### src/video_pkg.sv
package video_pkg;

    // VGA adapter coordinates and colour
    typedef logic [7:0]  vga_x_t;
    typedef logic [6:0]  vga_y_t;
    typedef logic [17:0] colour_t;

    localparam colour_t COLOUR_WALL  = '1;
    localparam colour_t COLOUR_EMPTY = '0;

    // One cell is 2 x 2 pixels
    localparam int PIXEL_SHIFT = 1;

    // Active low, bit 0 is segment a
    typedef logic [6:0] segments_t;

endpackage

### src/hex_digit.sv
`timescale 1ns/1ps

module hex_digit (
    input  logic [3:0]           value,
    output video_pkg::segments_t segments
);

    // Segment order gfedcba, low means lit
    always_comb begin
        case (value)
            4'h0:    segments = 7'h40;
            4'h1:    segments = 7'h79;
            4'h2:    segments = 7'h24;
            4'h3:    segments = 7'h30;
            4'h4:    segments = 7'h19;
            4'h5:    segments = 7'h12;
            4'h6:    segments = 7'h02;
            4'h7:    segments = 7'h78;
            4'h8:    segments = 7'h00;
            4'h9:    segments = 7'h10;
            4'ha:    segments = 7'h08;
            4'hb:    segments = 7'h03;
            4'hc:    segments = 7'h46;
            4'hd:    segments = 7'h21;
            4'he:    segments = 7'h06;
            default: segments = 7'h0e;
        endcase
    end

endmodule

### config.mk
export PLATFORM = sky130hd
export DESIGN_NAME = hex_digit
export DESIGN_NICKNAME = d
export VERILOG_FILES = /design/src/video_pkg.sv /design/src/hex_digit.sv
export SDC_FILE = /design/constraint.sdc
export NUM_CORES = 1
export LEC_CHECK = 0
export ABC_AREA = 1
export BUFFER_PORTS_ARGS = -buffer_cell sky130_fd_sc_hd__buf_2
export CORE_AREA = 2 2 39 41
export DETAILED_ROUTE_END_ITERATION = 8
export DIE_AREA = 0 0 41 43
export PLACE_DENSITY = 0.52
export SYNTH_ARGS = -nofsm -noshare
export SYNTH_HDL_FRONTEND = slang
export SYNTH_SLANG_ARGS = --single-unit
### constraint.sdc
create_clock -name vclk -period 0.8
set_clock_uncertainty 0.1 [all_clocks]
set_input_delay 0.08 -clock vclk [all_inputs]
set_output_delay 0.08 -clock vclk [all_outputs]
set_load 0.01 [all_outputs]
Word level (Yosys, flattened, before mapping)
Memory sizes are Yosys's and may differ from the RTL's. Cells that the tools add are included.

Register bits after elaboration: 0. Bits in read-only memories: 112. Output and inout port bits: 7. Logic and storage cells: 1. Memories kept: 1.

Memories: (name not given) (words 16, width 7, rd ports 1, clocked after memory_dff 0, wr ports 0, RTL line hex_digit.sv:10) `case (value)`.

Logic depth before layout (Yosys ltp)
An unclocked memory read counts as a cell.

Word-level depth: 1. Gate-level depth with buffers: 6. Depth with buffers taken out: 6.

Worst setup path before layout
Ideal clock, no wire load.

Path kind: input to output. Start: input value[0]. End: output segments[2]. Arrival: 676 ps. Data required time: 620 ps. Path slack: -56 ps. Stages on the path: 4. Buffers on the path: 0. Path through: inv_1 ha_1 nand2_1 o21ai_0.

Longest elaborated chain between the ends: 1.

Ends and longest elaborated chain: start: declaration (RTL line hex_digit.sv:4) `input logic [3:0] value,`; memory 16 x 7 bit; end: declaration (RTL line hex_digit.sv:5) `output video_pkg::segments_t segments`.

No other way between the ends.

Worst setup path in the final report
Start: input value[1]. End: output segments[4].

The elaborated chain is that of the path after synthesis.

==> metrics.cfg <==
[run_status]
status=finished with violations
violations=setup timing

[cells_and_area]
area_delta_synth_final_pct=101
layout_commonest_cell=nand2_1
fill_cells=146
layout_common_cells=nand2_1, nand3_1, ha_4, buf_2
n_sequential_cell=0
seq_area_um2=0
nets=75
n_clock_buffer=0
stdcell_area_um2=551
instances_no_fill=78
insertedDiodeCount=0
drive_above_1_share_pct=58.1

[global_route]
grt_max_degree=10
track_usage_pct=10.3
antenna_found_initial=0
grt_pass1_vias=338
grt_overflow=0
grt_pass1_wl_um=1320

[placement]
place_inst=78
place_area_um2=378
gp_congestion=0.679
io_buffers=11

[worst_hold_path]
hold_path_class=in -> out
holdCritStartpoint=value[3]
whs_endpoint=segments[2]
holdPathStages=3

[critical_path]
critPathBufInv=3
cp_slowest_stage_delay_ps=150
critPathSlowestCell=ha_4
cp-end-kind=primary output
worstPathRequired_ps=620
crit_fanout=4
critPathArrivalTime_ps=780
cp_top_family=buffers and inverters
path_cells=buf_12, buf_6, ha_4, nand2_2, nand3_1, nand2_1, buf_2
path_class=in -> out
startpoint_type=input pin

[yosys]
syn_avg_cell_area_um2=5.59
synth_top_area_share_pct=32.0
yosysTopAreaCell=ha_1
syn_area_um2=274
ys_seq_area_share_pct=0
synthDistinctLibCells=10
synth_fp_nets=60
netlist_top_cells_area=ha_1, nand2_1, nand3_1
yosys_warnings=0
synthCells=49

[timing]
maxSlewHeadroom_pct=89.3
tightest_slew_ps=161
fmax_mhz=1040
fin_tns_setup_ps=-854
report.final.setup_viol=7
hold_viol_final=0
drv_slew=0
min_period_ps=962
rsz0062_at_grt=true
setup_ws_ps=-162
fin_crit_sh_pct=120

[power]
ir_drop_mv=0.126
power.density_nw_per_um2=519
p_leak_nw=0.263

[clock_network]
cts_hold_buf=0
postCtsSetupRepairBufs=0

[drt]
first_pass_iters=1
viasPerCell=4.38
drc=0
wl_per_cell_um=10.7
via_count=342
drt_iter0_drc=0
ant_nets=0
wirelength_um=834

[floorplan]
die_y_um=43
die_area_um2=1760
fp.coreArea_um2=1380
start_util_pct=19.8
ios=11
num_rows=14
fp.dieW_um=41

[job]
timing.max_cap.violations=0

-- per-stage QoR --
| step | hold slack [ps] | setup WS, ps | utilization (%) | power, mW |
|---|---|---|---|---|
| 2_1_floorplan | 206 | 32.3 | - | 0.119 |
| 3_3_place_gp | 450 | -267 | 27.3 | 0.191 |
| 3_5_place_dp | 444 | -276 | 27.3 | 0.193 |
| 4_1_cts | 445 | -136 | 38.0 | 0.268 |
| 5_1_grt | 483 | -204 | 39.8 | 0.316 |
| 6_report | 445 | -162 | 39.8 | 0.286 |
-- power breakdown --
group	leakage, nW	internal, mW	switching [mW]
clock	0	0	0
combinational	0.263	0.136	0.149
sequential	0	0	0
-- metal layers --
metal	global-route usage, %	share of wire (%)	vias to the layer above	wire length, µm
li1	-	-	179	-
met1	8.23	33	156	273
met2	24.1	64	7	531
met3	0	3.5	0	29
met4	0	0	0	0
met5	0	0	-	0
-- worst max-delay path by stage --
| stage | start | endpoint | slack (ps) | cells past startpoint |
|---|---|---|---|---|
| 2_1_floorplan | value[1] | segments[0] | 30 | 6 |
| 3_3_place_gp | value[1] | segments[3] | -270 | 8 |
| 3_5_place_dp | value[1] | segments[3] | -280 | 8 |
| 4_1_cts | value[0] | segments[4] | -140 | 6 |
| 5_1_grt | value[0] | segments[3] | -200 | 7 |
| 6_report | value[1] | segments[4] | -160 | 7 |
-- kinds of logic after synthesis --
| kind of cell | Yosys count | synth area share [%] |
|---|---|---|
| and+or+nand+nor | 30 | 45.7 |
| buffers and inverters | 9 | 15.5 |
| adders and majority gates | 7 | 32.0 |
| AOI/OAI and AO/OA | 3 | 6.85 |
-- Yosys cell counts --
| library cell | count |
|---|---|
| inv_2 | 1 |
| o21ai_2 | 1 |
| nand2_1 | 20 |
| buf_6 | 1 |
| nand3_1 | 10 |
| o21ai_0 | 1 |
| ha_1 | 7 |
| inv_1 | 6 |
| o21ai_1 | 1 |
| buf_2 | 1 |
-- timing repair --
| item | 4_1_cts | 5_1_grt |
|---|---|---|
| hold endpoints to repair | 0 | 0 |
| pin swaps | 14 | 3 |
| setup endpoints to repair | 7 | 7 |
| resized for setup | 38 | 5 |
-- layout make-up --
type	count	area (µm²)	share of cell area [%]
multi-input combinational	40	342	62.0
timing repair buffer	15	141	25.7
tap	16	20.0	3.64
inverter	7	47.5	8.64
No activity file was read; power rests on OpenSTA's default activity.
