--- src/game_pkg.sv ---
package game_pkg;

    // Grid geometry
    localparam int GRID_X_BITS = 6;
    localparam int GRID_Y_BITS = 5;

    typedef logic [GRID_X_BITS-1:0] grid_x_t;
    typedef logic [GRID_Y_BITS-1:0] grid_y_t;

    // Cell codes
    typedef logic [2:0] cell_t;

    localparam cell_t CELL_EMPTY = 3'd0;
    localparam cell_t CELL_WALL  = 3'd1;

    // Player state, fixed point with CELL_SHIFT fraction bits per cell
    typedef logic [13:0] pos_x_t;
    typedef logic [12:0] pos_y_t;
    typedef logic [7:0]  angle_t;

    localparam int CELL_SHIFT = 6;

    // Owner of the grid port
    typedef enum logic [1:0] {
        LOADER,
        DRAWER,
        PLAYER,
        NONE
    } grid_client_t;

endpackage
--- src/level_loader.sv ---
`timescale 1ns/1ps

module level_loader (
    input  logic              clock,
    input  logic              reset,
    input  logic              start,
    output logic              done,
    output game_pkg::grid_x_t grid_x,
    output game_pkg::grid_y_t grid_y,
    output game_pkg::cell_t   cell_in,
    output logic              grid_write
);

    localparam game_pkg::grid_x_t LAST_X = '1;
    localparam game_pkg::grid_y_t LAST_Y = '1;

    game_pkg::grid_x_t cell_x;
    game_pkg::grid_y_t cell_y;
    logic              active;
    logic              last_cell;
    logic              border;
    logic              pillar;

    assign last_cell = (cell_x == LAST_X) && (cell_y == LAST_Y);

    // Maze rule: closed border plus a pillar every 8 cells
    assign border = (cell_x == '0) || (cell_x == LAST_X) ||
                    (cell_y == '0) || (cell_y == LAST_Y);
    assign pillar = (cell_x[2:0] == 3'd4) && (cell_y[2:0] == 3'd4);

    assign cell_in    = (border || pillar) ? game_pkg::CELL_WALL : game_pkg::CELL_EMPTY;
    assign grid_x     = cell_x;
    assign grid_y     = cell_y;
    assign grid_write = active;

    always_ff @(posedge clock) begin
        if (reset) begin
            active <= 1'b0;
            done   <= 1'b0;
            cell_x <= '0;
            cell_y <= '0;
        end else begin
            done <= active && last_cell;
            if (start) begin
                active <= 1'b1;
                cell_x <= '0;
                cell_y <= '0;
            end else if (active) begin
                // Row-major walk
                cell_x <= cell_x + 1'b1;
                if (cell_x == LAST_X) begin
                    cell_y <= cell_y + 1'b1;
                end
                if (last_cell) begin
                    active <= 1'b0;
                end
            end
        end
    end

endmodule

--- config.mk ---
export PLATFORM = sky130hd
export DESIGN_NAME = level_loader
export DESIGN_NICKNAME = d
export VERILOG_FILES = /design/src/game_pkg.sv /design/src/level_loader.sv
export SDC_FILE = /design/constraint.sdc
export NUM_CORES = 1
export LEC_CHECK = 0
export BUFFER_PORTS_ARGS = -buffer_cell sky130_fd_sc_hd__buf_2
export CORE_UTILIZATION = 30
export DETAILED_ROUTE_END_ITERATION = 7
export HOLD_SLACK_MARGIN = 0.06
export SLEW_MARGIN = 10
export SYNTH_ARGS = -nofsm -noshare
export SYNTH_HDL_FRONTEND = slang
export SYNTH_SLANG_ARGS = --single-unit
--- constraint.sdc ---
create_clock -name clock -period 3.15 [get_ports clock]
set_input_delay 0.315 -clock clock [delete_from_list [all_inputs] [get_ports clock]]
set_output_delay 0.315 -clock clock [all_outputs]
set_load 0.02 [all_outputs]
# ---- Word level (Yosys, flattened, before mapping)
# Cells that the tools add are included.
dict set report word_totals {
  regBits 13
  out_inout_bits 16
  input_bits 3
  wordCells 25
}
dict set report classes {
  add_sub_neg 2
  n_eq_ne 4
  mux 4
  n_reduce_logical 11
}
# cell n
set ops {}
lappend ops {{$add 6x1->6 const B} 1}
lappend ops {{$eq 3x3->1 const B} 2}
lappend ops {{$eq 6x6->1 const B} 1}
lappend ops {{$logic_not 6->1} 1}
lappend ops {{$add 5x1->5 const B} 1}
lappend ops {{$eq 5x5->1 const B} 1}
lappend ops {{$logic_not 5->1} 1}
lappend ops {{$logic_or 1x1->1} 4}
lappend ops {{$mux 1} 4}
lappend ops {{$logic_and 1x1->1} 3}
lappend ops {{$reduce_and 2->1} 1}
lappend ops {{$reduce_or 2->1} 1}

# ---- Longest topological paths before layout
dict set report depth {
  ltp_word 6
  depth_mapped 5
  depth_no_buf 5
}

# ---- Least setup slack after synthesis
# OpenSTA, ideal clock, no wires.
dict set report synth_path {
  path_kind {register to output}
  startpoint {register cell_x[0], in the netlist grid_x[0]}
  endpoint {output port cell_in[0]}
  path_buffers 0
  path_stages_with_launch 6
  setup_slack_ns 1.530
  t_arrival_ns 1.305
  required_time_ns 2.835
  path_cell_list {dfxtp_1 -> inv_1 -> ha_1 -> and3_2 -> o21ai_0 -> nand3_1}
}
dict set report synth_via {
  elab_chain_len 6
  elab_cells_between_ends 9
  cone_classes {eq/ne (2); mux (1); reduce/logical (6)}
}
# item line
set synth_lines {}
lappend synth_lines {{start: declaration} level_loader.sv:17} ;# game_pkg::grid_x_t cell_x;
lappend synth_lines {{start signal: assignment} level_loader.sv:50} ;# cell_x <= cell_x + 1'b1;
lappend synth_lines {{$eq 6x6->1 / $logic_not 6->1 (equally long branches)} level_loader.sv:27} ;# assign border = (cell_x == '0) || (cell_x == LAST_X) ||
lappend synth_lines {{$logic_or 1x1->1 (2 in a row)} level_loader.sv:27}
lappend synth_lines {{$logic_or 1x1->1} level_loader.sv:28} ;# (cell_y == '0) || (cell_y == LAST_Y);
lappend synth_lines {{$logic_or 1x1->1 (*)} level_loader.sv:31} ;# assign cell_in = (border || pillar) ? game_pkg::CELL_WALL : game_pkg::CELL_EMPTY;
lappend synth_lines {{$mux 1 (*)} level_loader.sv:31}
lappend synth_lines {{end: declaration} level_loader.sv:10} ;# output game_pkg::cell_t cell_in,
# Mark *: on every way between the ends. The rest lies on a longest branch, timed or not.

# ---- Worst setup path after layout
dict set report layout_path {
  startpoint {register cell_y[0], in the netlist grid_y[0]}
  endpoint {output port cell_in[0]}
}
dict set report layout_via {
  elab_chain_len 5
  elab_cells_between_ends 8
  cone_classes {eq/ne (2); mux (1); reduce/logical (5)}
}
# item line
set layout_lines {}
lappend layout_lines {{start: declaration} level_loader.sv:18} ;# game_pkg::grid_y_t cell_y;
lappend layout_lines {{start signal: assignment} level_loader.sv:52} ;# cell_y <= cell_y + 1'b1;
lappend layout_lines {{$logic_not 5->1} level_loader.sv:28}
lappend layout_lines {{$logic_or 1x1->1} level_loader.sv:27}
lappend layout_lines {{$logic_or 1x1->1} level_loader.sv:28}
lappend layout_lines {{$logic_or 1x1->1 (*)} level_loader.sv:31}
lappend layout_lines {{$mux 1 (*)} level_loader.sv:31}
# Marks and branches as above.

==> results.py <==
metrics = {
    "setup_path": {
        "start_kind": "register",
        "critPathKind": "register to output port",
        "crit_fanout": 5,
        "worstPathArrival_ns": 1.59,
        "endpoint_kind": "output port",
        "critPathRequiredTime_ns": 2.83,
    },
    "placement": {
        "hpwlAfterDp_um": 993,
        "io_buffers": 16,
        "gp_congestion": 0.757,
        "placed_cells": 117,
    },
    "global_routing": {
        "first_global_vias": 534,
        "grt_max_degree": 12,
        "grt_usage_pct": 12.9,
        "gr-total-overflow": 0,
        "antenna_found_initial": 0,
        "grt_pass1_wl_um": 2360,
    },
    "pwr": {
        "powerDensity_nw_per_um2": 359,
        "p_clk_share_pct": 35.1,
        "p_leak_nw": 0.335,
        "switching_share_pct": 22.7,
        "p_switching_mw": 0.0652,
        "seq_power_share_pct": 59.3,
        "internal-power_mw": 0.221,
        "max-vdd-ir-drop_v": 0.000242,
        "p_comb_share_pct": 5.6,
    },
    "clock_network": {
        "postCtsSetupRepairBufs": 0,
        "clk_latency_ns": 0.27,
        "clkTransAtPathRegs_ns": 0.07,
        "cts-root-buf": "clkbuf_4",
        "clkSinkCount": 13,
        "cts_buffer_depth": 2,
        "ctsResizeCount": 0,
        "cts_tree": "yes",
        "cts_buffers": 3,
        "htree_levels": 1,
        "ctsHoldBuffers": 0,
    },
    "floorplanning": {
        "core_area_um2": 2040,
        "die_y_um": 49.5,
        "core.rowCount": 16,
        "initial_utilization_pct": 33.2,
        "die_w_um": 49.5,
        "die_area_um2": 2450,
        "io_pins": 19,
    },
    "sta": {
        "tns_ns": 0,
        "post-route-min-period_ns": 1.90,
        "finalHoldViolCount": 0,
        "rsz0062_at_grt": "no",
        "setup_viol_count_final": 0,
        "finalCritPeriodShare_pct": 60.4,
        "finalMaxSlewViolations": 0,
        "max_freq_mhz": 525,
        "hold_slack_ns": 0.227,
        "clock_skew_ns": 0.00147,
    },
    "yosys": {
        "synth_area_um2": 678,
        "synth_top_area_share_pct": 38.4,
        "ys_async_sr_fraction_pct": 0,
        "yosys-top-cells-area": "dfxtp_1, ha_1, a21oi_1",
        "yosysSeqAreaShare_pct": 38.4,
        "avgSynthCellArea_um2": 8.81,
        "ys_warn_count": 0,
        "yosysMostFrequentCell": "dfxtp_1",
        "yosysTopAreaCell": "dfxtp_1",
        "syn_inst": 77,
        "synth_edf_count": 0,
        "synthTopCellsByCount": "dfxtp_1, a21oi_1, inv_1",
        "synth-seq-cells": 13,
        "ys_types": 30,
        "synth-main-ff-cell": "dfxtp_1",
    },
    "routing": {
        "wire_per_inst_um": 11.1,
        "vias": 612,
        "dr.pass1.iters": 4,
        "drc_errors": 0,
        "ant_nets": 0,
        "routed_wl_um": 1340,
        "vias_per_cell": 5.06,
        "drtIter0Drc": 7,
    },
    "final_layout": {
        "fin_util_pct": 39.1,
        "num-nets-final": 103,
        "drive_gt1_share_pct": 25.5,
        "antenna-diode-count": 0,
        "final_cells": 121,
        "syn_to_final_growth_pct": 17.7,
    },
    "status": {
        "status": "completed",
    },
    "job": {
        "max_cap_viol_count": 0,
    },
    "hold_path": {
        "hold_path_class": "input port to register",
    },
}
-- cells in the final DEF, fill, tap and decap left out --
cell      instances
mux2i_1           1
or4_1             2
nor3_1            1
nor4bb_1          1
nand4_4           1
ha_1              5
dfxtp_1          13
o31ai_1           2
buf_2            16
nand2_1           3
xnor2_1           2
and3_2            1
nand3_1           5
clkbuf_4          3
and4_2            1
o21ai_0           5
and2_1            1
nand2b_1          1
o221a_2           1
or2_2             1
nor2_1            5
or3_1             1
nand4_1           2
and3_1            1
a21oi_1           7
inv_1             6
clkbuf_1          1
nor4_1            1
conb_1            2
xor2_1            2
-- per-layer routing --
metal  part of all wire (%)  GRT usage, %  wire (µm)  vias up
met4                    1.9          5.71         25        0
li1                       -             -          -      304
met2                     39          16.7        521       22
met3                    7.5          6.17        101        5
met1                     52          17.8        692      281
met5                      0             0          0        -
-- area by class of cell --
cell class                 instances  area (µm²)
fill                             225        1240
multi-input combinational         55         375
sequential                        13         260
timing repair buffer              16        80.1
tap                               27        33.8
clock buffer                       4        26.3
inverter                           6        22.5
-- final timing paths --
kind | from | end | slack, ns | cells after the start
min reg2reg | grid_y[3] | grid_y[3] | 0.52 | 2
max reg2reg | grid_x[0] | grid_y[3] | 1.59 | 4
max | grid_y[0] | cell_in[0] | 1.25 | 6
min | reset | done | 0.23 | 2
-- per-stage QoR --
stage | power (mW) | worst slack (ns) | instance area [µm²]
floorplan | 0.187 | 1.53 | 682
global placement | 0.189 | 1.53 | 772
detailed placement | 0.190 | 1.54 | 772
CTS | 0.293 | 1.23 | 798
global route | 0.305 | 1.15 | 798
finish | 0.286 | 1.25 | 798
-- kinds of logic (layout without fill, tap and decap cells) --
kind of cell / after synthesis / after routing / share of synthesized area (%)
simple gates: 28 / 28 / 25.6
compound gates: 15 / 15 / 12.7
flops: 13 / 13 / 38.4
buf+inv: 10 / 26 / 6.82
fa+ha+maj: 5 / 5 / 9.23
xor+xnor: 4 / 4 / 5.17
other cells: 1 / 2 / 0.553
mux: 1 / 1 / 1.48
-- flip-flops by register name (all words and copies together), names as in the netlist --
signal / flops
grid_x: 6
grid_y: 5
done: 1
grid_write: 1
-- critical path: stages (launching register included) --
cell and delay [ns]:
dfxtp_1 0.35, ha_1 0.22, and3_1 0.18, ha_1 0.20
a21oi_1 0.13, nand3_1 0.08, buf_2 0.16
-- power by group through the flow --
| stage | Combinational (mW) | Sequential [mW] | Clock [mW] |
|---|---|---|---|
| finish | 0.0160 | 0.170 | 0.101 |
| global route | 0.0176 | 0.170 | 0.118 |
| CTS | 0.0160 | 0.170 | 0.107 |
| detailed placement | 0.0159 | 0.174 | 0 |
| global placement | 0.0161 | 0.173 | 0 |
| floorplan | 0.0139 | 0.173 | 0 |
No activity file was read; power rests on OpenSTA's default activity.
