File: src/video_pkg.sv
package video_pkg;

    // VGA adapter coordinates and colour
    typedef logic [7:0]  vga_x_t;
    typedef logic [6:0]  vga_y_t;
    typedef logic [17:0] colour_t;

    localparam colour_t COLOUR_WALL  = '1;
    localparam colour_t COLOUR_EMPTY = '0;

    // One cell is 2 x 2 pixels
    localparam int PIXEL_SHIFT = 1;

    // Active low, bit 0 is segment a
    typedef logic [6:0] segments_t;

endpackage

File: src/game_pkg.sv
package game_pkg;

    // Grid geometry
    localparam int GRID_X_BITS = 6;
    localparam int GRID_Y_BITS = 5;

    typedef logic [GRID_X_BITS-1:0] grid_x_t;
    typedef logic [GRID_Y_BITS-1:0] grid_y_t;

    // Cell codes
    typedef logic [2:0] cell_t;

    localparam cell_t CELL_EMPTY = 3'd0;
    localparam cell_t CELL_WALL  = 3'd1;

    // Player state, fixed point with CELL_SHIFT fraction bits per cell
    typedef logic [13:0] pos_x_t;
    typedef logic [12:0] pos_y_t;
    typedef logic [7:0]  angle_t;

    localparam int CELL_SHIFT = 6;

    // Owner of the grid port
    typedef enum logic [1:0] {
        LOADER,
        DRAWER,
        PLAYER,
        NONE
    } grid_client_t;

endpackage
File: src/draw_grid.sv
`timescale 1ns/1ps

module draw_grid (
    input  logic               clock,
    input  logic               reset,
    input  logic               start,
    output logic               done,
    output game_pkg::grid_x_t  grid_x,
    output game_pkg::grid_y_t  grid_y,
    input  game_pkg::cell_t    cell_out,
    output video_pkg::vga_x_t  vga_x,
    output video_pkg::vga_y_t  vga_y,
    output video_pkg::colour_t vga_colour,
    output logic               vga_write
);

    // Last pixel of the grid image
    localparam video_pkg::vga_x_t LAST_X =
        video_pkg::vga_x_t'((1 << (game_pkg::GRID_X_BITS + video_pkg::PIXEL_SHIFT)) - 1);
    localparam video_pkg::vga_y_t LAST_Y =
        video_pkg::vga_y_t'((1 << (game_pkg::GRID_Y_BITS + video_pkg::PIXEL_SHIFT)) - 1);

    video_pkg::vga_x_t scan_x;
    video_pkg::vga_y_t scan_y;
    logic              scan_active;
    logic              scan_last;

    assign scan_last = (scan_x == LAST_X) && (scan_y == LAST_Y);

    // Pixel to cell
    assign grid_x = game_pkg::grid_x_t'(scan_x >> video_pkg::PIXEL_SHIFT);
    assign grid_y = game_pkg::grid_y_t'(scan_y >> video_pkg::PIXEL_SHIFT);

    assign vga_colour = (cell_out == game_pkg::CELL_WALL) ?
                        video_pkg::COLOUR_WALL : video_pkg::COLOUR_EMPTY;

    always_ff @(posedge clock) begin
        if (reset) begin
            scan_active <= 1'b0;
            scan_x      <= '0;
            scan_y      <= '0;
            vga_write   <= 1'b0;
            done        <= 1'b0;
        end else begin
            vga_write <= scan_active;
            done      <= vga_write && (vga_x == LAST_X) && (vga_y == LAST_Y);
            if (start) begin
                scan_active <= 1'b1;
                scan_x      <= '0;
                scan_y      <= '0;
            end else if (scan_active) begin
                if (scan_x == LAST_X) begin
                    scan_x <= '0;
                    scan_y <= scan_y + 1'b1;
                end else begin
                    scan_x <= scan_x + 1'b1;
                end
                if (scan_last) begin
                    scan_active <= 1'b0;
                end
            end
        end
    end

    // Coordinates wait one cycle for the grid read
    always_ff @(posedge clock) begin
        vga_x <= scan_x;
        vga_y <= scan_y;
    end

endmodule

File: config.mk
export PLATFORM = sky130hd
export DESIGN_NAME = draw_grid
export DESIGN_NICKNAME = d
export VERILOG_FILES = /design/src/video_pkg.sv /design/src/game_pkg.sv /design/src/draw_grid.sv
export SDC_FILE = /design/constraint.sdc
export NUM_CORES = 1
export LEC_CHECK = 0
export BUFFER_PORTS_ARGS = -buffer_cell sky130_fd_sc_hd__buf_4
export CORE_AREA = 3 3 64 66
export DETAILED_ROUTE_END_ITERATION = 16
export DIE_AREA = 0 0 67 69
export PLACE_DENSITY = 0.67
export SLEW_MARGIN = 20
export SYNTH_ARGS = -nofsm -noshare
export SYNTH_HDL_FRONTEND = slang
export SYNTH_SLANG_ARGS = --single-unit
File: constraint.sdc
create_clock -name clock -period 1.4 [get_ports clock]
set_input_delay 0.07 -clock clock [delete_from_list [all_inputs] [get_ports clock]]
set_output_delay 0.07 -clock clock [all_outputs]
set_load 0.05 [all_outputs]
Word level (Yosys, flattened, before mapping)
Cells that the tools add are included.
{ "word_totals": {"regBits": 33, "word_cells": 24, "out_inout_bits": 46, "in_bits": 6} }
{ "classes": {"n_eq_ne": 5, "n_addsub": 2, "n_reduce_logical": 5, "mux": 5} }
{ "ops": {"columns": ["op", "count"], "rows": [
  ["$mux W18", 1],
  ["$eq A8 B7 Y1 const B", 2],
  ["$eq A7 B6 Y1 const B", 2],
  ["$add A8 B1 Y8 const B", 1],
  ["$mux W8", 1],
  ["$add A7 B1 Y7 const B", 1],
  ["$eq A3 B1 Y1 const B", 1],
  ["$logic_and A1 B1 Y1", 3],
  ["$mux W1", 3],
  ["$reduce_and A2 Y1", 1],
  ["$reduce_or A2 Y1", 1]
]} }

Longest topological paths before layout
{ "depth": {"depth_word": 5, "depth_mapped": 5} }

Least setup slack after synthesis
Ideal clock, no wire load.
{ "synth_path": {"path_type": "input to output", "startpoint": "in cell_out[1]", "endpoint": "out vga_colour[10]", "t_required_ps": 1330, "path_slack_ps": -1270, "n_path_buf": 1, "arrival_time_ps": 2600, "path_stages": 2, "path_cell_list": "nor3b_1 buf_4"} }
{ "synth_between": {"elab_chain_cells": 2} }
{ "synth_rtl": {"columns": ["item", "line", "rtl"], "rows": [
  ["start, declared", "draw_grid.sv:10", "input game_pkg::cell_t cell_out,"],
  ["$eq A3 B1 Y1", "draw_grid.sv:34", "assign vga_colour = (cell_out == game_pkg::CELL_WALL) ?"],
  ["$mux W18", "draw_grid.sv:34", null],
  ["end, declared", "draw_grid.sv:13", "output video_pkg::colour_t vga_colour,"]
]} }
Every way passes these cells.

Worst setup path in the final report
{ "layout_path": {"startpoint": "reg scan_x[1]", "endpoint": "reg scan_y[2]"} }
{ "layout_between": {"elab_chain_cells": 2} }
{ "layout_rtl": {"columns": ["item", "line", "rtl"], "rows": [
  ["start, declared", "draw_grid.sv:23", "video_pkg::vga_x_t scan_x;"],
  ["start signal, assigned", "draw_grid.sv:56", "scan_x <= scan_x + 1'b1;"],
  ["$eq A8 B7 Y1", "draw_grid.sv:52", "if (scan_x == LAST_X) begin"],
  ["$reduce_and A2 Y1 (no source line)", null, null],
  ["end signal, assigned", "draw_grid.sv:54", "scan_y <= scan_y + 1'b1;"],
  ["end, declared", "draw_grid.sv:24", "video_pkg::vga_y_t scan_y;"]
]} }
Every way passes these cells.
A chain may end at the register's enable or synchronous reset.

==> flow_metrics.py <==
metrics = {
    "status": {
        "outcome": "finished, violations left",
        "failed_checks": "setup timing",
    },
    "setup_path": {
        "critical_path_required_time_ns": 1.61,
        "worst-endpoint-arrival_ns": 1.62,
        "setup.worst_path.class": "reg -> reg",
        "kind_of_start_point_of_the_critical_path": "register",
        "endpoint_kind": "register",
        "rrSetupSlack_ns": -0.008,
        "timing.critical_path.fanout_max": 8,
    },
    "floorplan": {
        "core_um2": 3630,
        "row_count": 22,
        "dieArea_um2": 4620,
        "ioPinCount": 52,
        "dieHeight_um": 69,
        "floorplan.initialDensity_pct": 38.6,
        "die_x_extent_um": 67,
    },
    "synthesis": {
        "leading_cell_types_by_count_after_synthesis": "sky130_fd_sc_hd__dfxtp_1 (33), sky130_fd_sc_hd__buf_4 (28), sky130_fd_sc_hd__a21oi_1 (8), sky130_fd_sc_hd__nand2_1 (8), sky130_fd_sc_hd__nand4_1 (7)",
        "compound_cell_area_share_of_the_yosys_netlist_pct": 8.38,
        "ys_seq_elements": 33,
        "synth_xor_xnor_area_share_pct": 1.25,
        "synth_top_area_share_pct": 47.1,
        "synthArstFlopShare_pct": 0,
        "synth.lib_cells_used.distinct": 36,
        "register_area_share_after_synthesis_pct": 47.1,
        "syn_inst": 145,
        "postSynthAreaPerCell_um2": 9.68,
        "synth_area_leader_cell": "sky130_fd_sc_hd__dfxtp_1",
        "synth_flop_cell": "sky130_fd_sc_hd__dfxtp_1",
        "yosys-mux-area-fraction_pct": 2.14,
        "synthesis.yosys.warnings": 0,
        "synth_top_family_by_area": "simple AND/OR/NAND/NOR gates",
        "post-synth-top-count-cell": "sky130_fd_sc_hd__dfxtp_1",
        "synth_edf_count": 0,
        "synth.top_cells.by_area": "sky130_fd_sc_hd__dfxtp_1 (47%), sky130_fd_sc_hd__buf_4 (15%), sky130_fd_sc_hd__nand4_1 (3.1%)",
        "syn-num-nets": 153,
        "yosys.area_share.simple_pct": 22.1,
        "synth_fa_ha_area_share_pct": 1.78,
        "cell_area_synth_um2": 1400,
    },
    "timing": {
        "maxClockFrequency_ghz": 0.710,
        "timing.final.setup_violations": 1,
        "clock_skews_ns": 0.00389,
        "fin_crit_sh_pct": 101,
        "relSlewSlack_pct": 60.7,
        "finalMaxSlewViolations": 0,
        "worst-slew-pin-transition_ns": 0.588,
        "worst_setup_slack_after_layout_ns": -0.00849,
        "post-route-min-period_ns": 1.41,
        "timing_hold_violations_final": 0,
        "rsz0062_at_grt": "yes",
    },
    "final_layout": {
        "design.final.nets": 199,
        "design_area_um2": 1960,
        "antennaDiodeCount": 0,
        "register_area_um2": 677,
        "final_cells": 240,
        "multiInputGateArea_um2": 566,
        "n_fill_cell": 323,
        "layout-drive-gt1-share_pct": 52.6,
        "final_util_pct": 53.9,
        "synthToLayoutAreaGrowth_pct": 39.4,
    },
    "cts": {
        "clkLatencyLatePin_ns": 0.28,
        "cts.path.max_buffers": 2,
        "clock_tree.htree_level_count": 2,
        "tritoncts_num_sinks": 33,
        "tritoncts": "done",
        "tritoncts.num_buffers": 5,
        "cell_chosen_for_the_clock_root": "sky130_fd_sc_hd__clkbuf_8",
        "clk_pin_slew_worst_paths_ns": 0.06,
    },
    "drt": {
        "drt_drc_violations_left": 0,
        "drt-wirelength-per-cell_um": 13.5,
        "final_antenna_net_count": 0,
        "initialDrtViolationCount": 69,
        "num_vias": 1217,
        "drt_pre_antenna_iters": 4,
        "drt-total-wl_um": 3250,
        "drt-vias-per-instance": 5.07,
    },
    "power_and_ir_drop": {
        "p_switching_uw": 452,
        "power_frac_comb_pct": 9.7,
        "cell_internal_pwr_uw": 1450,
        "seqPwrFrac_pct": 50.0,
        "pwr-share-clk_pct": 40.3,
        "power.ir.vdd_worst_mv": 0.383,
        "sw_frac_of_total_pct": 23.8,
        "p_per_area_nw_per_um2": 971,
        "p_leak_uw": 0.000837,
    },
    "run": {
        "drv.max_cap_violation_count": 0,
    },
    "global_route": {
        "globalRouteMet1Util_pct": 17.5,
        "grtUsageTotal_pct": 14.5,
        "grt_pass1_vias": 1145,
        "antenna_found_initial": 0,
        "grt-busiest-layer": "met2",
        "maximum_number_of_pins_on_one_net_before_global_route_repair": 19,
        "total_overflow_reported_by_the_global_router": 0,
        "first_pass_grt_wire_length_um": 5220,
        "grt_util_met2_pct": 22.6,
        "use_met3_pct": 4.40,
    },
    "place": {
        "port_buffers": 51,
        "dpl.hpwl_um": 2310,
        "dpl.cell_count": 228,
        "globalplace.congestion": 0.888,
        "place_area_um2": 1770,
    },
    "worst_hold_path": {
        "hold_path.class": "in -> reg",
    },
}
[state kept, by name (all words and copies together) (netlist names)]
signal,count
done,1
scan_x,8
scan_active,1
scan_y,7
vga_y,7
vga_write,1
vga_x,8
[layout by cell type, fill, tap and decap left out, drive strengths merged, types with 2 or more instances in the layout]
| cell type | count |
|---|---|
| a21oi | 8 |
| and4 | 2 |
| buf | 69 |
| clkbuf | 7 |
| dfxtp | 33 |
| dlygate4sd3 | 2 |
| ha | 2 |
| inv | 2 |
| mux2i | 3 |
| nand2 | 8 |
| nand3 | 5 |
| nand4 | 8 |
| nor2 | 5 |
| nor3 | 2 |
| nor4 | 2 |
| o211ai | 2 |
| o21ai | 4 |
| o31ai | 3 |
| or2 | 2 |
| or3 | 5 |
| or4 | 5 |
[per-layer routing]
metal  up-vias  share of wire, %
met1       565                42
met2        64                49
met4         0               1.8
li1        582                 -
met3         6               7.5
met5         -                 0
[worst paths after layout]
kind | start | end | cells past startpoint
setup / recovery | scan_x[1] | scan_y[2] | 5
hold / removal | start | scan_active | 3
setup reg to reg | scan_x[1] | scan_y[2] | 5
hold reg to reg | scan_x[7] | vga_x[7] | 0
[power by group through the flow]
stage	Clock (uW)	Sequential, uW	Combinational, uW
final	765	951	184
after global routing	832	951	193
after CTS	781	951	185
after detailed placement	0	972	181
after global placement	0	972	179
after floorplan	0	984	132
[through the flow]
| stage | setup TNS, ns | setup slack, ns | power [uW] | hold WS (ns) |
|---|---|---|---|---|
| after CTS | -0.0430 | -0.0284 | 1920 | 0.0891 |
| final | -0.00849 | -0.00849 | 1900 | 0.0955 |
| after detailed placement | -0.107 | -0.0419 | 1150 | 0.284 |
| after global placement | -0.0361 | -0.0186 | 1150 | 0.276 |
| after floorplan | 0 | 0.0302 | 1120 | 0.134 |
| after global routing | -0.146 | -0.0534 | 1980 | 0.102 |
[cell families (layout without fill, tap and decap cells)]
logic type,count (synthesis),after routing
flip-flops,33,33
adder cells (fa/ha/maj),2,2
AO/OA/AOI/OAI,20,20
XOR/XNOR,2,2
multiplexers,3,3
AND/OR/NAND/NOR,51,51
buffers and inverters,34,81
[cell type report]
cell class,instances,share of cell area [%]
Sequential cell,33,34.6
Multi-Input combinational cell,78,28.9
Timing Repair Buffer,71,27.9
Clock buffer,7,4.92
Tap cell,48,3.07
Inverter,2,0.384
Clock inverter,1,0.256
[timing repair]
item / in CTS / in global routing
setup endpoints to repair: 3 / 9
hold buffers: 2 / 0
setup buffers: 2 / 0
pin swaps: 7 / 10
gates resized for setup: 3 / 10
hold endpoints to repair: 2 / 0
[critical path, stage by stage (launching register included)]
cell	delay (ns)
sky130_fd_sc_hd__dfxtp_2	0.35
sky130_fd_sc_hd__ha_4	0.13
sky130_fd_sc_hd__nand4b_1	0.11
sky130_fd_sc_hd__buf_6	0.15
sky130_fd_sc_hd__or4_4	0.47
sky130_fd_sc_hd__a21oi_2	0.12
Power figures use the tool's default switching activity.
