<file path="src/game_pkg.sv">
package game_pkg;

    // Grid geometry
    localparam int GRID_X_BITS = 6;
    localparam int GRID_Y_BITS = 5;

    typedef logic [GRID_X_BITS-1:0] grid_x_t;
    typedef logic [GRID_Y_BITS-1:0] grid_y_t;

    // Cell codes
    typedef logic [2:0] cell_t;

    localparam cell_t CELL_EMPTY = 3'd0;
    localparam cell_t CELL_WALL  = 3'd1;

    // Player state, fixed point with CELL_SHIFT fraction bits per cell
    typedef logic [13:0] pos_x_t;
    typedef logic [12:0] pos_y_t;
    typedef logic [7:0]  angle_t;

    localparam int CELL_SHIFT = 6;

    // Owner of the grid port
    typedef enum logic [1:0] {
        LOADER,
        DRAWER,
        PLAYER,
        NONE
    } grid_client_t;

endpackage
</file>
<file path="src/game_sequencer.sv">
`timescale 1ns/1ps

module game_sequencer (
    input  logic                  clock,
    input  logic                  reset,
    input  logic                  load_done,
    input  logic                  draw_done,
    input  logic                  player_done,
    output logic                  load_start,
    output logic                  draw_start,
    output logic                  player_start,
    output game_pkg::grid_client_t grid_client
);

    typedef enum logic [2:0] {
        LOAD_START,
        LOAD_WAIT,
        DRAW_START,
        DRAW_WAIT,
        PLAYER_START,
        PLAYER_WAIT
    } state_t;

    state_t state;
    state_t next_state;

    // A start state holds until its start pulse has gone out
    always_comb begin
        next_state = state;
        case (state)
            LOAD_START:   next_state = load_start ? LOAD_WAIT : LOAD_START;
            LOAD_WAIT:    next_state = load_done ? DRAW_START : LOAD_WAIT;
            DRAW_START:   next_state = draw_start ? DRAW_WAIT : DRAW_START;
            DRAW_WAIT:    next_state = draw_done ? PLAYER_START : DRAW_WAIT;
            PLAYER_START: next_state = player_start ? PLAYER_WAIT : PLAYER_START;
            PLAYER_WAIT:  next_state = player_done ? DRAW_START : PLAYER_WAIT;
            default:      next_state = LOAD_START;
        endcase
    end

    always_ff @(posedge clock) begin
        if (reset) begin
            state        <= LOAD_START;
            load_start   <= 1'b0;
            draw_start   <= 1'b0;
            player_start <= 1'b0;
        end else begin
            state        <= next_state;
            // Registered so the pulse lines up with the start state
            load_start   <= (next_state == LOAD_START) && !load_start;
            draw_start   <= (next_state == DRAW_START) && !draw_start;
            player_start <= (next_state == PLAYER_START) && !player_start;
        end
    end

    // Grid belongs to the stage that is running
    always_comb begin
        case (state)
            LOAD_WAIT:   grid_client = game_pkg::LOADER;
            DRAW_WAIT:   grid_client = game_pkg::DRAWER;
            PLAYER_WAIT: grid_client = game_pkg::PLAYER;
            default:     grid_client = game_pkg::NONE;
        endcase
    end

endmodule

</file>
<file path="config.mk">
export PLATFORM = sky130hd
export DESIGN_NAME = game_sequencer
export DESIGN_NICKNAME = d
export VERILOG_FILES = /design/src/game_pkg.sv /design/src/game_sequencer.sv
export SDC_FILE = /design/constraint.sdc
export NUM_CORES = 1
export LEC_CHECK = 0
export BUFFER_PORTS_ARGS = -buffer_cell sky130_fd_sc_hd__buf_2
export CORE_AREA = 2 2 39 41
export CTS_CLUSTER_DIAMETER = 50
export DETAILED_ROUTE_END_ITERATION = 12
export DIE_AREA = 0 0 41 43
export PLACE_DENSITY = 0.43
export SLEW_MARGIN = 5
export SYNTH_ARGS = -nofsm -noshare
export SYNTH_HDL_FRONTEND = slang
export SYNTH_SLANG_ARGS = --single-unit
</file>
<file path="constraint.sdc">
create_clock -name clock -period 1.41 [get_ports clock]
set_input_delay 0.2115 -clock clock [delete_from_list [all_inputs] [get_ports clock]]
set_output_delay 0.2115 -clock clock [all_outputs]
set_load 0.1 [all_outputs]
</file>
== After elaboration in Yosys (flattened, before gate mapping) ==
Cells that the tools add are included.
Word-level totals
  output and inout port bits: 5
  bits in registers: 6
  input bits: 5
  logic and storage cells: 27
Cells by class
  reductions and logical operators: 8
  equal/unequal tests: 7
  mux-type cells: 8
Operators by type and width (number)
  $pmux 3 s6: 1
  $eq 3x2->1 const B: 3
  $eq 3x3->1 const B: 3
  $logic_not 3->1: 2
  $mux 3: 2
  $pmux 2 s3: 1
  $eq 3x1->1 const B: 1
  $logic_and 1x1->1: 3
  $logic_not 1->1: 3
  $mux 1: 3
  $mux 2: 1

== Logic depth before layout (Yosys ltp) ==
Gate-level depths: netlist of run 1.
  word-level depth: 4
  gate-level depth with buffers: 4
  gate-level depth less buffers: 4

== Worst setup path after synthesis of run 1 ==
No wires, ideal clock.
  path type: register to register
  start point: register player_start
  end point: register player_start
  period minus slack after synthesis: 1766 ps
  cell stages (with the launch flop): 4
  library setup time: 164 ps
  arrival time: 1602 ps
  path slack: -356 ps
  buffers on the path: 0
  cells stage by stage: dfxtp_1 mux2i_1 o311ai_2 nor4_2
On the way
  word-level cells in the longest chain between the ends: 4
  elaborated cells on any way between the ends: 5
  classes of those cells: eq/ne: 1; mux: 2; reduce/logical: 2
Ends and longest elaborated chain
  from (decl): line game_sequencer.sv:11  | output logic player_start,
  from (signal assigned): line game_sequencer.sv:52  | player_start <= (next_state == PLAYER_START) && !player_start;
  $mux 1: line game_sequencer.sv:35  | PLAYER_START: next_state = player_start ? PLAYER_WAIT : PLAYER_START;
  $pmux 3 s6: line game_sequencer.sv:30  | case (state)
  $eq 3x3->1: line game_sequencer.sv:52
  $logic_and 1x1->1 *: line game_sequencer.sv:52
Every way passes the cells marked *; elsewhere a longest branch is shown, timed or not.
A chain may end at the register's enable or synchronous reset.

== Worst setup path after layout of run 1 ==
  start point: register state[2]
  end point: output grid_client[1]
On the way
  word-level cells in the longest chain between the ends: 2
  elaborated cells on any way between the ends: 4
  classes of those cells: eq/ne: 3; mux: 1
Ends and longest elaborated chain
  from (decl): line game_sequencer.sv:24  | state_t state;
  from (signal assigned): line game_sequencer.sv:48  | state <= next_state;
  $eq 3x3->1 (tied with other cells): line game_sequencer.sv:58  | case (state)
  $pmux 2 s3 *: line game_sequencer.sv:58
  to (decl): line game_sequencer.sv:12  | output game_pkg::grid_client_t grid_client
Marked as above.

==> results.py, run 1 <==
metrics = {
    "floorplanning": {
        "std_cell_rows": 14,
        "core-area_mm2": 0.00138,
        "ios": 10,
        "die_h_um": 43,
        "start_util_pct": 23.1,
        "fp.dieW_um": 41,
        "dieArea_mm2": 0.00176,
    },
    "logic_synthesis": {
        "ys_seq_elements": 6,
        "netlist_area_um2": 319,
        "syn_area_per_cell_um2": 9.97,
        "seq_area_frac_synth_pct": 37.6,
        "synthTopCellsByArea": "dfxtp_1, nor3b_2, mux2i_1, nor2b_1, a32oi_2",
        "synth_nets": 37,
        "synth_cells": 32,
        "ys_warn_count": 0,
        "yosys.area.top_type": "dfxtp_1",
        "yosys.area.top_type_share_pct": 37.6,
        "synth_cell_type_count": 16,
    },
    "clock_network": {
        "cts_made_buffers": 3,
        "clockBufferDepth": 2,
        "cts_tree": "yes",
        "clk_latency_ps": 240,
        "h-tree-depth": 1,
        "clkTransAtPathRegs_ps": 40,
        "cts_root_buffer": "clkbuf_4",
        "cts_num_sinks": 6,
    },
    "run_status": {
        "status": "completed",
    },
    "finish": {
        "area_delta_synth_final_pct": 46.3,
        "fin_nets": 54,
        "multi_input_area_um2": 186,
        "layout_commonest_cell": "buf_2",
        "fillCellCount": 154,
        "layout_common_cells": "buf_2, inv_1, dfxtp_2",
        "diodes": 0,
        "seqCellArea_um2": 125,
        "drive_gt1_share_pct": 55.3,
    },
    "timing": {
        "tns_ps": 0,
        "setup_viol": 0,
        "finalMaxSlewViolations": 0,
        "worstMarginPinSlew_ps": 488,
        "slew_headroom_pct": 67.7,
        "min_period_ps": 1370,
        "rsz0062_at_grt": "yes",
        "hold_violations": 0,
        "max_clock_freq_ghz": 0.731,
        "fin_worst_skew_ps": 0.877,
        "fin_crit_sh_pct": 97.1,
    },
    "power": {
        "ir_drop_mv": 0.799,
        "totalPowerFinal_uw": 984,
        "leakage_uw": 0.000197,
        "powerDensity_mw_per_mm2": 2110,
    },
    "setup_path": {
        "cp.arrival_ps": 1160,
        "slowest_stage": "dfxtp_1",
        "critPathKind": "reg -> out",
        "critPathMaxFanout": 5,
        "startpoint_type": "register",
        "ff2ff_path_depth": 4,
        "crit_chain": "buf_4 -> nor2b_2 -> inv_1 -> buf_12",
        "crit_path_end_kind": "primary output",
        "worstSetupPathDepth": 4,
        "slowest_delay_ps": 340,
        "cp_num_buf_inv": 3,
        "path_delay_family": "buffers and inverters",
        "required_ps": 1200,
    },
    "route": {
        "antenna_left": 0,
        "vias": 293,
        "vias_per_cell": 4.65,
        "wl_per_cell_um": 11.3,
        "first_pass_iters": 1,
        "drt-initial-drc-count": 0,
        "routed_wl_um": 710,
        "route.detailed.drc": 0,
    },
    "placed_design": {
        "globalplace.congestion": 0.658,
        "placement.io_buffers": 9,
        "post-dp-hpwl_um": 552,
    },
    "global_routing": {
        "grt_pass1_vias": 275,
        "grt-ovfl-total": 0,
        "grt_use_total_pct": 9.44,
        "grt_pass1_wl_mm": 1.09,
        "grt_max_degree": 7,
        "antenna_found_initial": 0,
    },
    "hold_path": {
        "hp-class": "in -> reg",
        "holdPathStages": 2,
    },
    "job": {
        "drv_cap": 0,
    },
}
[kinds of logic (layout without fill, tap and decap cells)]
family	Yosys count	count (layout)	share of synthesized area (%)
AO/OA/AOI/OAI	4	4	14.9
buffers and inverters	4	19	4.70
flip-flops	6	6	37.6
multiplexers	3	3	9.80
AND/OR/NAND/NOR	15	15	32.9
[repair_timing]
item / in CTS / in global routing
buffers inserted: 0 / 0
endpoints found under the setup margin: 0 / 2
gates resized for setup: 0 / 2
hold buffers: 0 / 0
hold endpoints to repair: 0 / 0
[synthesized netlist by cell type (all sizes together)]
cell type  instances
mux2i              2
nor2               3
inv                4
mux2               1
nor4               1
dfxtp              6
a32oi              2
nor3b              2
nor2b              4
o311ai             1
and4bb             1
nand3              1
a31oi              1
nand2              3
[flip-flops by register name, indices dropped and copies added, names as in the netlist]
register	flops
player_start	1
load_start	1
state	3
draw_start	1
[final timing paths]
kind / from / slack, ps / endpoint
setup / recovery: state[2] / 40 / grid_client[1]
hold / removal: reset / 200 / player_start
setup reg to reg: state[2] / 70 / draw_start
hold reg to reg: player_start / 420 / player_start
[power by group]
| group | switching (uW) | leakage (uW) | internal, uW |
|---|---|---|---|
| Clock | 57.3 | 0.0000138 | 96.0 |
| Sequential | 40.8 | 0.0000505 | 213 |
| Combinational | 405 | 0.000133 | 172 |
[layout make-up]
type	count	area share, %
Sequential cell	6	26.8
Multi-Input combinational cell	22	39.9
Tap cell	16	4.29
Inverter	4	3.22
Clock buffer	3	4.83
Timing Repair Buffer	12	20.9
[stage by stage]
stage / setup slack [ps] / util (%) / instances / hold slack (ps) / instance area (um2)
4_1_cts: 27.7 / 33.5 / 63 / 194 / 463
3_3_place_gp: 59.5 / 31.8 / 60 / 407 / 440
5_1_grt: -20.0 / 33.7 / 63 / 208 / 467
6_report: 41.4 / 33.7 / 63 / 197 / 467
3_5_place_dp: 65.3 / 31.8 / 60 / 409 / 440
2_1_floorplan: 7.30 / - / 32 / 278 / 323
[routing by layer]
metal / routed length, um / track usage, % / vias to the layer above
met5: 0 / 0 / -
met4: 15 / 8.00 / 0
met3: 48 / 1.57 / 2
met2: 345 / 12.5 / 11
met1: 300 / 12.5 / 134
li1: - / - / 146
(Power assumes the default switching activity.)
==> run 2: changes to the inputs <==
Settings changed: ABC_AREA set to 1, PLACE_DENSITY 0.43 to 0.47.
==> run 2 against run 1 <==
Sequential power grew 4%. Clock skew grew 2.1 ps. Global-route usage grew 1.5 points. Cell count grew 30%. Clock-buffer cell count is the same. First-iteration DRC count grew 10. Power grew 7.0%. Routed wire length grew 7.3%. Sequential share of layout area shrank 0.70 points. Register-to-register slack gained 180 ps. Synthesized cell count grew 75%.
==> results.py, run 2 <==
metrics = {
    "logic_synthesis": {
        "ys_seq_elements": 6,
        "synth-edff-count": 0,
        "netlist_area_um2": 379,
        "seq_area_frac_synth_pct": 31.7,
        "synth_nets": 61,
        "synth_flop_cell": "dfxtp_1",
        "syn_area_per_cell_um2": 6.77,
        "synth_cell_type_count": 17,
        "yosys.area.top_type": "dfxtp_1",
        "synth.most_common_cell": "inv_1",
        "async_flop_share_pct": 0,
        "synth_common_cells": "inv_1, nand3_1, nor2_1",
        "synth_cells": 56,
        "ys_warn_count": 0,
        "synthTopCellsByArea": "dfxtp_1, nand3_1, inv_1, nor2_1, buf_6",
        "yosys.area.top_type_share_pct": 31.7,
    },
    "finish": {
        "diodes": 0,
        "largest_reg_flops": 3,
        "drive_gt1_share_pct": 39.4,
        "design_area_um2": 479,
        "fin_nets": 73,
        "stdcell_count": 82,
        "regMostFlops": "state",
        "area_delta_synth_final_pct": 26.4,
        "layout_commonest_cell": "inv_1",
        "layout_common_cells": "inv_1, nand3_1, nor2_1",
    },
    "timing": {
        "slew_headroom_pct": 68.1,
        "setup_ws_ps": 113,
        "min_period_ps": 1300,
        "worstMarginPinSlew_ps": 482,
        "hold_violations": 0,
        "tns_ps": 0,
        "max_clock_freq_ghz": 0.771,
        "setup_viol": 0,
        "finalMaxSlewViolations": 0,
        "fin_crit_sh_pct": 92.0,
        "fin_worst_skew_ps": 3.01,
        "rsz0062_at_grt": "no",
    },
    "power": {
        "intPower_uw": 488,
        "leakage_uw": 0.000240,
        "p_sw_share_pct": 53.6,
        "p_comb_share_pct": 60.0,
        "clockPowerShare_pct": 15.1,
        "powerDensity_mw_per_mm2": 2200,
        "ir_drop_mv": 0.625,
        "totalPowerFinal_uw": 1050,
        "p_sw_uw": 564,
        "seqPwrFrac_pct": 24.9,
    },
    "hold_path": {
        "min_to": "state[0]",
        "hp-class": "in -> reg",
        "hp-start": "reset",
        "holdPathStages": 2,
    },
    "global_routing": {
        "grt_use_total_pct": 11.0,
        "grt_pass1_vias": 299,
        "grt-ovfl-total": 0,
        "grt_pass1_wl_mm": 1.20,
        "grt_max_degree": 9,
        "antenna_found_initial": 0,
    },
    "clock_network": {
        "clkTransAtPathRegs_ps": 40,
        "cts_made_buffers": 3,
        "cts_tree": "yes",
        "cts_hold_buf": 0,
        "cts_num_sinks": 6,
        "clockBufferDepth": 2,
        "clk_latency_ps": 250,
        "h-tree-depth": 1,
        "cts_root_buffer": "clkbuf_4",
        "post-cts-setup-buffers": 0,
    },
    "setup_path": {
        "crit_path_end_kind": "primary output",
        "startpoint_type": "register",
        "slowest_stage": "dfxtp_2",
        "required_ps": 1200,
        "reg2reg_from": "state[1]",
        "critPathKind": "reg -> out",
        "r2r_slack_ps": 250,
        "critPathMaxFanout": 8,
        "cp.arrival_ps": 1090,
        "reg2reg_to": "player_start",
        "slowest_delay_ps": 400,
        "ff2ff_path_depth": 6,
        "crit_chain": "inv_2 -> nor2_2 -> inv_1 -> buf_12",
    },
    "floorplanning": {
        "start_util_pct": 27.4,
        "std_cell_rows": 14,
        "die_h_um": 43,
        "ios": 10,
        "dieArea_mm2": 0.00176,
        "fp.dieW_um": 41,
        "core-area_mm2": 0.00138,
    },
    "route": {
        "antenna_left": 0,
        "routed_wl_um": 762,
        "wl_per_cell_um": 9.29,
        "vias": 354,
        "route.detailed.drc": 0,
        "drt-initial-drc-count": 10,
        "first_pass_iters": 4,
        "vias_per_cell": 4.32,
    },
    "placed_design": {
        "placement.io_buffers": 9,
        "post-dp-hpwl_um": 614,
        "placed_cell_area_um2": 455,
        "post-place-ws_ps": 259,
        "globalplace.congestion": 0.695,
        "placed_cells": 79,
    },
    "run_status": {
        "status": "completed",
    },
    "job": {
        "drv_cap": 0,
    },
}
## run 2: cell type report
class	count	area [um2]
fill	160	905
multi-input combinational	36	191
sequential	6	125
timing repair buffer	9	75.1
inverter	12	45.0
clock buffer	3	22.5
tap	16	20.0
## run 2: worst max-delay path: cells and delay by family, from the launching register on
family        cells  cell delay (ps)
flops             1              400
buf+inv           3              320
simple gates      1              120
## run 2: worst max-delay path by stage
| stage | start | endpoint | slack, ps | cells past startpoint |
|---|---|---|---|---|
| after floorplan | state[2] | grid_client[1] | 70 | 2 |
| after global placement | state[0] | draw_start | 250 | 6 |
| after detailed placement | state[0] | draw_start | 260 | 6 |
| after CTS | state[0] | grid_client[0] | 20 | 4 |
| after global routing | state[1] | grid_client[0] | 50 | 3 |
| final | state[0] | grid_client[0] | 110 | 4 |
## run 2: power by group through the flow
| stage | Combinational, uW | Clock (uW) | Sequential, uW |
|---|---|---|---|
| after global placement | 638 | 0 | 264 |
| after detailed placement | 635 | 0 | 263 |
| after global routing | 666 | 173 | 269 |
| after CTS | 636 | 164 | 260 |
| final | 631 | 159 | 263 |
| after floorplan | 392 | 0 | 383 |
## run 2: timing repair
item | in CTS | in global routing
hold endpoints to repair | 0 | 0
resized for setup | 0 | 1
setup endpoints to repair | 0 | 1
## run 2: per-layer routing
| layer | track usage [%] | vias up | share of wire, % |
|---|---|---|---|
| li1 | - | 194 | - |
| met1 | 14.6 | 147 | 49 |
| met2 | 12.5 | 10 | 41 |
| met3 | 4.71 | 3 | 6.0 |
| met4 | 10.0 | 0 | 3.0 |
| met5 | 0 | - | 0 |
## run 2: logic make-up after synthesis
kind of cell / count (synthesis) / share of synthesized area [%]
AO/OA/AOI/OAI: 4 / 6.27
buffers and inverters: 14 / 17.8
flip-flops: 6 / 31.7
AND/OR/NAND/NOR: 32 / 44.2
## run 2: through the flow
stage                     hold slack, ps  util (%)
after CTS                            164      34.5
after detailed placement             423      32.9
after global placement               418      32.9
final                                156      34.6
after floorplan                      274         -
after global routing                 147      34.6
